$ cat config.mk
export PLATFORM = sky130hd
export DESIGN_NAME = csr_unit
export DESIGN_NICKNAME = d
export VERILOG_FILES = /design/src/source/csr_pkg.sv /design/src/source/csr_decode.sv /design/src/source/csr_trap.sv /design/src/source/csr_regs.sv /design/src/source/csr_read.sv /design/src/source/csr_unit.sv
export VERILOG_INCLUDE_DIRS = /design/src /design/src/source
export SDC_FILE = /design/constraint.sdc
export NUM_CORES = 1
export LEC_CHECK = 0
export ABC_AREA = 1
export BUFFER_PORTS_ARGS = -buffer_cell sky130_fd_sc_hd__buf_4
export CAP_MARGIN = 0
export CORE_MARGIN = 1.5
export CORE_UTILIZATION = 25
export DETAILED_ROUTE_END_ITERATION = 12
export GPL_TIMING_DRIVEN = 0
export PLACE_DENSITY = 0.48
export SLEW_MARGIN = 20
export SYNTH_ARGS = -nofsm -noshare
export SYNTH_HDL_FRONTEND = slang
export SYNTH_HIERARCHICAL = 1
export SYNTH_SLANG_ARGS = --single-unit
$ cat constraint.sdc
create_clock -name clk -period 7.59 [get_ports clk]
set_clock_uncertainty 0.15 [all_clocks]
set_input_delay 0 -clock clk [delete_from_list [all_inputs] [get_ports clk]]
set_output_delay 0 -clock clk [all_outputs]
set_load 0.005 [all_outputs]
$ cat src/source/csr_cfg.svh
`ifndef CSR_CFG_SVH
`define CSR_CFG_SVH

// Datapath widths
`define CSR_XLEN    32
`define CSR_ADDR_W  12
`define CSR_TAG_W   4                 // Instruction tag from the core
`define CSR_CNT_W   64                // cycle, mtime and mtimecmp

// mcause codes
`define CSR_CAUSE_MTI      32'h8000_0007   // Interrupt bit plus code 7
`define CSR_CAUSE_ECALL_U  32'd8           // ECALL from U, add the mode for M

// MXL=1, extensions I, M and A
`define CSR_MISA_VALUE  32'h4000_1101

// mstatus fields
`define CSR_MSTATUS_MIE_BIT   3
`define CSR_MSTATUS_MPIE_BIT  7
`define CSR_MSTATUS_MPP_LO    11      // MPP sits in bits 12:11

// Timer bit, same spot in mie and mip
`define CSR_MTIP_BIT  7

`endif

$ cat src/source/csr_pkg.sv
`default_nettype none

`include "csr_cfg.svh"

package csr_pkg;

    // Only U and M are implemented
    typedef enum logic [1:0] {
        U_MODE = 2'd0,
        M_MODE = 2'd3
    } priv_mode_e;

    // Bit 2 marks the two-cycle trap commands
    typedef enum logic [2:0] {
        CSR_X     = 3'd0,             // No CSR access
        CSR_W     = 3'd1,             // csrrw
        CSR_S     = 3'd2,             // csrrs
        CSR_C     = 3'd3,             // csrrc
        CSR_ECALL = 3'd4,
        CSR_MRET  = 3'd5
    } csr_cmd_e;

    typedef enum logic [`CSR_ADDR_W-1:0] {
        ADDR_MSTATUS  = 12'h300,
        ADDR_MISA     = 12'h301,      // Read as constant
        ADDR_MIE      = 12'h304,
        ADDR_MTVEC    = 12'h305,
        ADDR_MSCRATCH = 12'h340,
        ADDR_MEPC     = 12'h341,
        ADDR_MCAUSE   = 12'h342,
        ADDR_MIP      = 12'h344,      // Read-only here
        ADDR_MCYCLE   = 12'hb00,
        ADDR_MCYCLEH  = 12'hb80,
        ADDR_CYCLE    = 12'hc00,      // User view of the counter
        ADDR_CYCLEH   = 12'hc80
    } csr_addr_e;

endpackage

`default_nettype wire

$ cat src/source/csr_decode.sv
`default_nettype none

`include "csr_cfg.svh"

module csr_decode (
    input  wire                       clk,
    input  wire                       rst_n,
    input  wire                       csr_valid,
    input  wire [`CSR_TAG_W-1:0]      csr_tag,
    input  wire csr_pkg::csr_cmd_e    csr_cmd,
    input  wire [`CSR_ADDR_W-1:0]     csr_addr,
    input  wire csr_pkg::priv_mode_e  cur_mode,
    output logic                      csr_stall,
    output logic                      commit,
    output logic                      is_write,
    output logic                      is_ecall,
    output logic                      is_mret,
    output logic                      can_read,
    output logic                      wr_en
);
    import csr_pkg::*;

    logic [`CSR_TAG_W-1:0] saved_tag;     // Tag of the last valid cycle
    logic                  tag_seen;      // saved_tag holds a real tag
    logic                  is_trap_cmd;
    logic                  new_tag;
    logic                  can_write;

    // Command decode
    assign is_write    = (csr_cmd == CSR_W) || (csr_cmd == CSR_S) || (csr_cmd == CSR_C);
    assign is_ecall    = (csr_cmd == CSR_ECALL);
    assign is_mret     = (csr_cmd == CSR_MRET);
    assign is_trap_cmd = csr_cmd[2];

    // First sight of a trap command stalls, the repeat goes through
    assign new_tag   = !tag_seen || (csr_tag != saved_tag);
    assign csr_stall = csr_valid && is_trap_cmd && new_tag;
    assign commit    = csr_valid && !csr_stall;

    // Privilege rule from address bits 9:8, bits 11:10 == 3 is read-only
    assign can_read  = (csr_addr[9:8] <= cur_mode);
    assign can_write = can_read && (csr_addr[11:10] != 2'b11);
    assign wr_en     = commit && is_write && can_write;

    always_ff @(posedge clk) begin
        if (csr_valid)
            saved_tag <= csr_tag;     // Held steady by the core during stall
    end

    always_ff @(posedge clk or negedge rst_n) begin
        if (!rst_n)
            tag_seen <= 1'b0;
        else if (csr_valid)
            tag_seen <= 1'b1;
    end

endmodule

`default_nettype wire

$ cat src/source/csr_trap.sv
`default_nettype none

`include "csr_cfg.svh"

module csr_trap (
    input  wire                       commit,
    input  wire                       is_ecall,
    input  wire                       is_mret,
    input  wire csr_pkg::priv_mode_e  cur_mode,
    input  wire                       mstatus_mie,
    input  wire                       mie_mtie,
    input  wire                       mip_mtip,
    input  wire [`CSR_XLEN-1:0]       mtvec,
    input  wire [`CSR_XLEN-1:0]       mepc,
    output logic                      trap_take,
    output logic                      trap_is_ret,
    output logic [`CSR_XLEN-1:0]      trap_cause,
    output logic                      csr_trap,
    output logic [`CSR_XLEN-1:0]      csr_trap_vector
);
    import csr_pkg::*;

    localparam logic [1:0] TVEC_VECTORED = 2'b01;

    logic                 irq_pend;
    logic                 tvec_vectored;
    logic [`CSR_XLEN-1:0] ecall_cause;
    logic [`CSR_XLEN-1:0] tvec_base;
    logic [`CSR_XLEN-1:0] tvec_offset;

    // Global enable is implied below M, MIE gates it in M
    assign irq_pend = mie_mtie && mip_mtip && ((cur_mode == U_MODE) || mstatus_mie);

    // 8 from U, 11 from M
    assign ecall_cause = `CSR_CAUSE_ECALL_U + {{(`CSR_XLEN-2){1'b0}}, cur_mode};

    // ECALL wins over the timer interrupt
    assign trap_cause = is_ecall ? ecall_cause : `CSR_CAUSE_MTI;

    // A pending interrupt preempts an MRET in the same cycle
    assign trap_take   = commit && (is_ecall || irq_pend);
    assign trap_is_ret = commit && is_mret && !irq_pend;
    assign csr_trap    = trap_take || trap_is_ret;

    assign tvec_base     = {mtvec[`CSR_XLEN-1:2], 2'b00};   // Mode bits dropped
    assign tvec_vectored = (mtvec[1:0] == TVEC_VECTORED);
    assign tvec_offset   = {trap_cause[`CSR_XLEN-3:0], 2'b00};  // 4 * code, ignores bit 31

    always_comb begin
        if (trap_is_ret)
            csr_trap_vector = mepc;
        else if (!is_ecall && tvec_vectored)
            csr_trap_vector = tvec_base + tvec_offset;     // Interrupt, vectored
        else
            csr_trap_vector = tvec_base;                   // Exceptions always direct
    end

endmodule

`default_nettype wire

$ cat src/source/csr_regs.sv
`default_nettype none

`include "csr_cfg.svh"

module csr_regs (
    input  wire                       clk,
    input  wire                       rst_n,
    input  wire                       commit,
    input  wire                       is_write,
    input  wire                       trap_take,
    input  wire                       trap_is_ret,
    input  wire [`CSR_XLEN-1:0]       trap_cause,
    input  wire                       wr_en,
    input  wire [`CSR_ADDR_W-1:0]     csr_addr,
    input  wire [`CSR_XLEN-1:0]       wdata,
    input  wire [`CSR_XLEN-1:0]       csr_pc,
    input  wire [`CSR_CNT_W-1:0]      mtime,
    input  wire [`CSR_CNT_W-1:0]      mtimecmp,
    output csr_pkg::priv_mode_e       cur_mode,
    output logic                      mstatus_mie,
    output logic                      mstatus_mpie,
    output csr_pkg::priv_mode_e       mstatus_mpp,
    output logic                      mie_mtie,
    output logic                      mip_mtip,
    output logic [`CSR_XLEN-1:0]      mtvec,
    output logic [`CSR_XLEN-1:0]      mscratch,
    output logic [`CSR_XLEN-1:0]      mepc,
    output logic [`CSR_XLEN-1:0]      mcause
);
    import csr_pkg::*;

    logic do_write;
    logic mpp_is_u;

    // Trap or return in the same cycle swallows the write
    assign do_write = is_write && wr_en && !trap_take;

    // MPP is WARL, anything but U becomes M
    assign mpp_is_u = (wdata[`CSR_MSTATUS_MPP_LO +: 2] == U_MODE);

    // Timer pending, one cycle behind the compare
    always_ff @(posedge clk or negedge rst_n) begin
        if (!rst_n)
            mip_mtip <= 1'b0;
        else
            mip_mtip <= (mtime >= mtimecmp);
    end

    always_ff @(posedge clk or negedge rst_n) begin
        if (!rst_n) begin
            cur_mode     <= M_MODE;
            mstatus_mie  <= 1'b0;
            mstatus_mpie <= 1'b0;
            mstatus_mpp  <= M_MODE;
            mie_mtie     <= 1'b0;
            mtvec        <= '0;
            mscratch     <= '0;
            mepc         <= '0;
            mcause       <= '0;
        end else if (commit) begin
            if (trap_take) begin
                // Push the interrupt enable and mode stack
                cur_mode     <= M_MODE;
                mcause       <= trap_cause;
                mepc         <= csr_pc;
                mstatus_mpie <= mstatus_mie;
                mstatus_mie  <= 1'b0;
                mstatus_mpp  <= cur_mode;
            end else if (trap_is_ret) begin
                // Pop it, least privileged mode left in MPP
                mstatus_mie  <= mstatus_mpie;
                cur_mode     <= mstatus_mpp;
                mstatus_mpie <= 1'b1;
                mstatus_mpp  <= U_MODE;
            end else if (do_write) begin
                case (csr_addr)
                    ADDR_MSTATUS: begin
                        mstatus_mie  <= wdata[`CSR_MSTATUS_MIE_BIT];
                        mstatus_mpie <= wdata[`CSR_MSTATUS_MPIE_BIT];
                        mstatus_mpp  <= mpp_is_u ? U_MODE : M_MODE;
                    end
                    ADDR_MIE:      mie_mtie <= wdata[`CSR_MTIP_BIT];   // Only MTIE kept
                    ADDR_MTVEC:    mtvec    <= wdata;
                    ADDR_MSCRATCH: mscratch <= wdata;
                    ADDR_MEPC:     mepc     <= {wdata[`CSR_XLEN-1:2], 2'b00};  // Word aligned
                    ADDR_MCAUSE:   mcause   <= wdata;
                    default: ;     // misa, mip and counters ignore writes
                endcase
            end
        end
    end

endmodule

`default_nettype wire

$ cat src/source/csr_read.sv
`default_nettype none

`include "csr_cfg.svh"

module csr_read (
    input  wire                       csr_pkg::csr_cmd_e csr_cmd,
    input  wire [`CSR_ADDR_W-1:0]     csr_addr,
    input  wire [`CSR_XLEN-1:0]       csr_op1,
    input  wire                       can_read,
    input  wire [`CSR_CNT_W-1:0]      cycle_count,
    input  wire                       mstatus_mie,
    input  wire                       mstatus_mpie,
    input  wire csr_pkg::priv_mode_e  mstatus_mpp,
    input  wire                       mie_mtie,
    input  wire                       mip_mtip,
    input  wire [`CSR_XLEN-1:0]       mtvec,
    input  wire [`CSR_XLEN-1:0]       mscratch,
    input  wire [`CSR_XLEN-1:0]       mepc,
    input  wire [`CSR_XLEN-1:0]       mcause,
    output logic [`CSR_XLEN-1:0]      csr_rdata,
    output logic [`CSR_XLEN-1:0]      wdata
);
    import csr_pkg::*;

    logic [`CSR_XLEN-1:0] mstatus_val;
    logic [`CSR_XLEN-1:0] mie_val;
    logic [`CSR_XLEN-1:0] mip_val;
    logic [`CSR_XLEN-1:0] rdata_raw;

    // Rebuild the full registers from the kept fields
    always_comb begin
        mstatus_val = '0;
        mstatus_val[`CSR_MSTATUS_MIE_BIT]    = mstatus_mie;
        mstatus_val[`CSR_MSTATUS_MPIE_BIT]   = mstatus_mpie;
        mstatus_val[`CSR_MSTATUS_MPP_LO +: 2] = mstatus_mpp;
        mie_val = '0;
        mie_val[`CSR_MTIP_BIT] = mie_mtie;
        mip_val = '0;
        mip_val[`CSR_MTIP_BIT] = mip_mtip;
    end

    always_comb begin
        case (csr_addr)
            ADDR_MSTATUS:              rdata_raw = mstatus_val;
            ADDR_MISA:                 rdata_raw = `CSR_MISA_VALUE;
            ADDR_MIE:                  rdata_raw = mie_val;
            ADDR_MTVEC:                rdata_raw = mtvec;
            ADDR_MSCRATCH:             rdata_raw = mscratch;
            ADDR_MEPC:                 rdata_raw = mepc;
            ADDR_MCAUSE:               rdata_raw = mcause;
            ADDR_MIP:                  rdata_raw = mip_val;
            ADDR_MCYCLE, ADDR_CYCLE:   rdata_raw = cycle_count[`CSR_XLEN-1:0];
            ADDR_MCYCLEH, ADDR_CYCLEH: rdata_raw = cycle_count[`CSR_CNT_W-1:`CSR_XLEN];
            default:                   rdata_raw = '0;     // Unimplemented reads zero
        endcase
    end

    assign csr_rdata = can_read ? rdata_raw : '0;     // Too privileged reads zero

    // Read-modify-write value for the set and clear forms
    always_comb begin
        case (csr_cmd)
            CSR_W:   wdata = csr_op1;
            CSR_S:   wdata = csr_rdata | csr_op1;
            CSR_C:   wdata = csr_rdata & ~csr_op1;
            default: wdata = '0;
        endcase
    end

endmodule

`default_nettype wire

$ cat src/source/csr_unit.sv
`default_nettype none

`include "csr_cfg.svh"

module csr_unit (
    input  wire                       clk,
    input  wire                       rst_n,
    input  wire                       csr_valid,
    input  wire [`CSR_TAG_W-1:0]      csr_tag,
    input  wire csr_pkg::csr_cmd_e    csr_cmd,
    input  wire [`CSR_ADDR_W-1:0]     csr_addr,
    input  wire [`CSR_XLEN-1:0]       csr_pc,
    input  wire [`CSR_XLEN-1:0]       csr_op1,
    input  wire [`CSR_CNT_W-1:0]      cycle_count,
    input  wire [`CSR_CNT_W-1:0]      mtime,
    input  wire [`CSR_CNT_W-1:0]      mtimecmp,
    output wire [`CSR_XLEN-1:0]       csr_rdata,
    output wire                       csr_stall,
    output wire                       csr_trap,
    output wire [`CSR_XLEN-1:0]       csr_trap_vector,
    output wire csr_pkg::priv_mode_e  priv_mode
);
    import csr_pkg::*;

    // Decode to processing
    wire commit, is_write, is_ecall, is_mret, can_read, wr_en;
    // Trap decision
    wire                 trap_take, trap_is_ret;
    wire [`CSR_XLEN-1:0] trap_cause;
    // Architectural state
    wire                 mstatus_mie, mstatus_mpie, mie_mtie, mip_mtip;
    wire priv_mode_e     mstatus_mpp;
    wire [`CSR_XLEN-1:0] mtvec, mscratch, mepc, mcause;
    wire [`CSR_XLEN-1:0] wdata;

    csr_decode u_decode (
        .clk(clk), .rst_n(rst_n), .csr_valid(csr_valid), .csr_tag(csr_tag),
        .csr_cmd(csr_cmd), .csr_addr(csr_addr), .cur_mode(priv_mode),
        .csr_stall(csr_stall), .commit(commit), .is_write(is_write),
        .is_ecall(is_ecall), .is_mret(is_mret), .can_read(can_read), .wr_en(wr_en)
    );

    csr_trap u_trap (
        .commit(commit), .is_ecall(is_ecall), .is_mret(is_mret), .cur_mode(priv_mode),
        .mstatus_mie(mstatus_mie), .mie_mtie(mie_mtie), .mip_mtip(mip_mtip),
        .mtvec(mtvec), .mepc(mepc), .trap_take(trap_take), .trap_is_ret(trap_is_ret),
        .trap_cause(trap_cause), .csr_trap(csr_trap), .csr_trap_vector(csr_trap_vector)
    );

    csr_regs u_regs (
        .clk(clk), .rst_n(rst_n), .commit(commit), .is_write(is_write),
        .trap_take(trap_take), .trap_is_ret(trap_is_ret), .trap_cause(trap_cause),
        .wr_en(wr_en), .csr_addr(csr_addr), .wdata(wdata), .csr_pc(csr_pc),
        .mtime(mtime), .mtimecmp(mtimecmp), .cur_mode(priv_mode),
        .mstatus_mie(mstatus_mie), .mstatus_mpie(mstatus_mpie), .mstatus_mpp(mstatus_mpp),
        .mie_mtie(mie_mtie), .mip_mtip(mip_mtip), .mtvec(mtvec), .mscratch(mscratch),
        .mepc(mepc), .mcause(mcause)
    );

    csr_read u_read (
        .csr_cmd(csr_cmd), .csr_addr(csr_addr), .csr_op1(csr_op1), .can_read(can_read),
        .cycle_count(cycle_count), .mstatus_mie(mstatus_mie), .mstatus_mpie(mstatus_mpie),
        .mstatus_mpp(mstatus_mpp), .mie_mtie(mie_mtie), .mip_mtip(mip_mtip),
        .mtvec(mtvec), .mscratch(mscratch), .mepc(mepc), .mcause(mcause),
        .csr_rdata(csr_rdata), .wdata(wdata)
    );

endmodule

`default_nettype wire

==> impl_results.md <==
- Routed WL: about 64000 µm
- Initial antenna violation count: 0
- Clock power share: 41.6%
- Crit path kind: primary input to output port
- Main synth FF type: dfrtp_1
- Failing checks: DRC
- Final Max Tran Viols: 0
- Pwr Density: 117 nW/µm²
- Met3 usage: 5.11%
- Fin crit share: 55.6%
- Final min period: 4.22 ns
- Family with the most delay on the worst path: simple AND/OR/NAND/NOR gates
- Initial drt markers: ~1000
- NumNets Final: just under 3000
- Detailed-placement wirelength estimate: 53400 µm
- Hold Path End: u_regs/mepc[2]$_DFFE_PN0P_
- Total power: 2.17 mW
- Worst-case vdd ir drop: around 0.15 mV
- Worst hold margin: 0.0532 ns
- Asr flop ratio synth: a little over nine tenths
- Largest net degree at the start of global routing: 72
- Post-synthesis cell area: 13400 µm²
- Sequential Power Share: a little under two fifths
- I/O pins: ~350
- All-Layer GR Usage: 23.0%
- Gate power share: 21.5%
- Slew headroom: 24.6%
- Synth Register Bits: 141
- Vias: 15200
- Router iterations before antenna repair: 9
- Share of cells above drive strength 1: 25.7%
- Root Buffer: clkbuf_16
- Post-synth top area cell: dfrtp_1
- Wirelength per Cell: between 15 and 20 µm
- Netlist cell types: 48
- Worst EP arrival: 4.07 ns
- Sequential area share after synthesis: approximately a quarter
- Pleak: 9.30 nW
- Max_cap viols: 0
- Buffer and inverter count on the worst path: 7
- Grt met2 use: 38.7%
- Launch point of the worst path: csr_cmd[2]
- Post-DRT Antenna Nets: 0
- DRC: 16
- Clock Latency Late Sink: about 0.45 ns
- Reg-to-Reg End: u_regs/mie_mtie$_DFFE_PN0P_
- Row cnt: 84
- CTS H-tree depth: 4
- Worst path cell trace: dlygate4sd3_1 > buf_4 > inv_1 > nor3_1 > inv_1 > or2_2 > ha_1 > inv_1 > fa_1 > nor2_1 > nor2_1 > inv_2 > nand2_1 > nor2_1 > or2_2 > nand3_1 > nand2_1 > buf_4
- Synth warn: 6
- Area contributors post-synth: dfrtp_1 25%, nand2_1 16%, inv_1 9.1%
- Buffers on Ports: around 350
- CP Data Required Time: 7.44 ns
- Worst slew pin tran: between 1 and 1.5 ns
- Achievable frequency: between 200 and 250 MHz
- Hold-critical path depth: 7
- Post-layout util: 35.1%
- Clock buffer depth: 2
- CTS buffer count: 17
- Vias per inst: 4.62
- CTS tree: built
- Clk pin slew, worst setup/hold paths: 0.06 ns
- RSZ-0062 raised after global routing: no
- Status: finished, violations left
- Startpoint Class: primary input
- Setup_tns: 0 ns
- Reg2Reg Depth: 16
- Worst min path class: primary input to flop
- Worst r2r src: u_decode/saved_tag[3]$_DFFE_PP_
- Die Height: about 230 µm
- Filler cell count: 5877
- Clock Sinks: around 140
- Yosys top cell area share: 24.8%
- Mean Syn Cell Area: 6.38 µm²
- Gr ovfl total: 0
- CP max FO: 6
- Crit end category: output port
- Post-CTS sizing: 0
- Gr busiest metal: met2
- Placeable core area: 52800 µm²
- First-pass GRT wire length: 96000 µm
- P_sw: approximately 0.64 mW
- Hold_sp: csr_addr[1]
- Die Area: 55100 µm²
- M1 GR Usage: 30.0%
- Area delta synth->final: 38.1%
- Slowest cell delay on critical path: 0.85 ns
- Setup slack, reg-to-reg: 3.51 ns
- Mapped Cells: 2102
- Die Wd: 235 µm
- Vias in the first global route: 15200
- Setup violators final: 0
- Pint: about 1.5 mW
- Slowest CP cell: nor3_1
- Switching Fraction: 29.4%
- Initial Util: 25.4%
- EDFF count, synth: 4
- GP Congestion: 0.903
- Fin. Hold Viols: 0
[flip-flops by register name, summed over array words and instances (netlist names)]
name,cells
u_regs/mcause,32
u_regs/mepc,32
u_regs/mscratch,32
u_regs/mtvec,32
u_decode/saved_tag,4
u_regs/cur_mode,2
u_regs/mstatus_mpp,2
u_decode/tag_seen,1
u_regs/mie_mtie,1
u_regs/mip_mtip,1
u_regs/mstatus_mie,1
u_regs/mstatus_mpie,1
[metal layers]
layer | share of wire [%] | up-vias
met4 | 1.5 | 0
li1 | - | 7561
met2 | 47 | 530
met1 | 44 | 7054
met3 | 7.1 | 48
met5 | 0 | -
[cell usage after synthesis, types with 10 or more instances]
library cell,n
nor2_4,10
inv_1,324
o21ai_2,66
clkbuf_1,26
dfrtp_1,133
o21ai_1,92
nand2_1,569
a21oi_1,136
buf_2,29
nand2_2,69
ha_1,70
nand3_1,134
buf_4,39
buf_6,17
nand4_1,47
o21ai_0,44
nor2_1,190
nor2_2,23
[worst min-delay path: cells and delay by family]
family	cells	cell delay (ns)
compound gates	2	0.13
buf+inv	2	0.21
simple gates	3	0.27
[stage by stage]
step | instances | setup slack (ns) | cell area, µm²
6_report | 3285 | 3.37 | 18500
5_1_grt | 3284 | 3.11 | 18500
4_1_cts | 3284 | 3.36 | 18500
3_5_place_dp | 3162 | 3.91 | 17000
3_3_place_gp | 3161 | 3.90 | 17000
2_1_floorplan | 2128 | 5.13 | 13500
[cell usage in the layout (no fill, tap or decap), types with 3 or more instances in the layout]
cell             n
dfrtp_1        133
ha_1            70
conb_1          27
buf_6           17
nand3_1        134
nand3b_1         5
nor3_1           4
a21oi_1        136
nor2_1         190
clkbuf_1        27
nand2_2         69
nand3_2          6
buf_4          383
buf_2           29
buf_1            3
xor2_1           4
nor2_4          10
o21bai_1         4
dfstp_2          4
inv_6            3
o21ai_2         66
clkinv_2         3
inv_2            9
o21ai_1         92
nand2_1        569
o21ai_0         44
nand2_4          4
a21o_1           3
nor2_2          23
edfxtp_1         4
bufinv_16        3
clkbuf_16       17
or2_2            5
a31oi_1          5
o21a_1           4
inv_1          324
dlygate4sd3_1   89
nand4_1         47
[power groups by stage]
| stage | combinational [mW] | clock (mW) | sequential [mW] |
|---|---|---|---|
| 6_report | 0.466 | 0.902 | 0.799 |
| 3_3_place_gp | 0.416 | 0 | 0.812 |
| 3_5_place_dp | 0.424 | 0 | 0.812 |
| 5_1_grt | 0.518 | 0.945 | 0.799 |
| 2_1_floorplan | 0.199 | 0 | 0.798 |
| 4_1_cts | 0.467 | 0.918 | 0.798 |
[timing repair]
action	4_1_cts	5_1_grt
endpoints found under the hold margin	248	0
hold buffers	90	0
setup buffers	0	0
[cell families after synthesis]
kind of cell / Yosys count / share of synthesized area [%]
simple gates: 1076 / 35.8
xor+xnor: 6 / 0.392
fa+ha+maj: 71 / 6.68
flops: 141 / 26.5
compound gates: 360 / 15.8
other cells: 1 / 0.0279
buf+inv: 447 / 14.8
[how the worst max path moves through the flow]
| stage | to | slack [ns] | depth (start not counted) |
|---|---|---|---|
| after global placement | csr_trap_vector[16] | 3.90 | 17 |
| after global routing | csr_trap_vector[16] | 3.11 | 18 |
| after CTS | csr_trap_vector[16] | 3.36 | 18 |
| after floorplan | u_regs/mcause[0]$_DFFE_PN0P_ | 5.13 | 15 |
| final | csr_trap_vector[16] | 3.37 | 18 |
| after detailed placement | csr_trap_vector[16] | 3.91 | 17 |
[final cells by class]
type / count / area, µm² / share of cell area [%]
Buffer: 114 / 738 / 3.98
Sequential cell: 141 / 3550 / 19.2
Antenna cell: 1 / 2.50 / 0.0135
Inverter: 333 / 1250 / 6.74
Timing Repair Buffer: 436 / 3540 / 19.1
Multi-Input combinational cell: 1540 / 7970 / 43.0
Clock inverter: 12 / 158 / 0.850
Clock buffer: 20 / 457 / 2.46
Tap cell: 688 / 861 / 4.64
(Power assumes the default switching activity.)
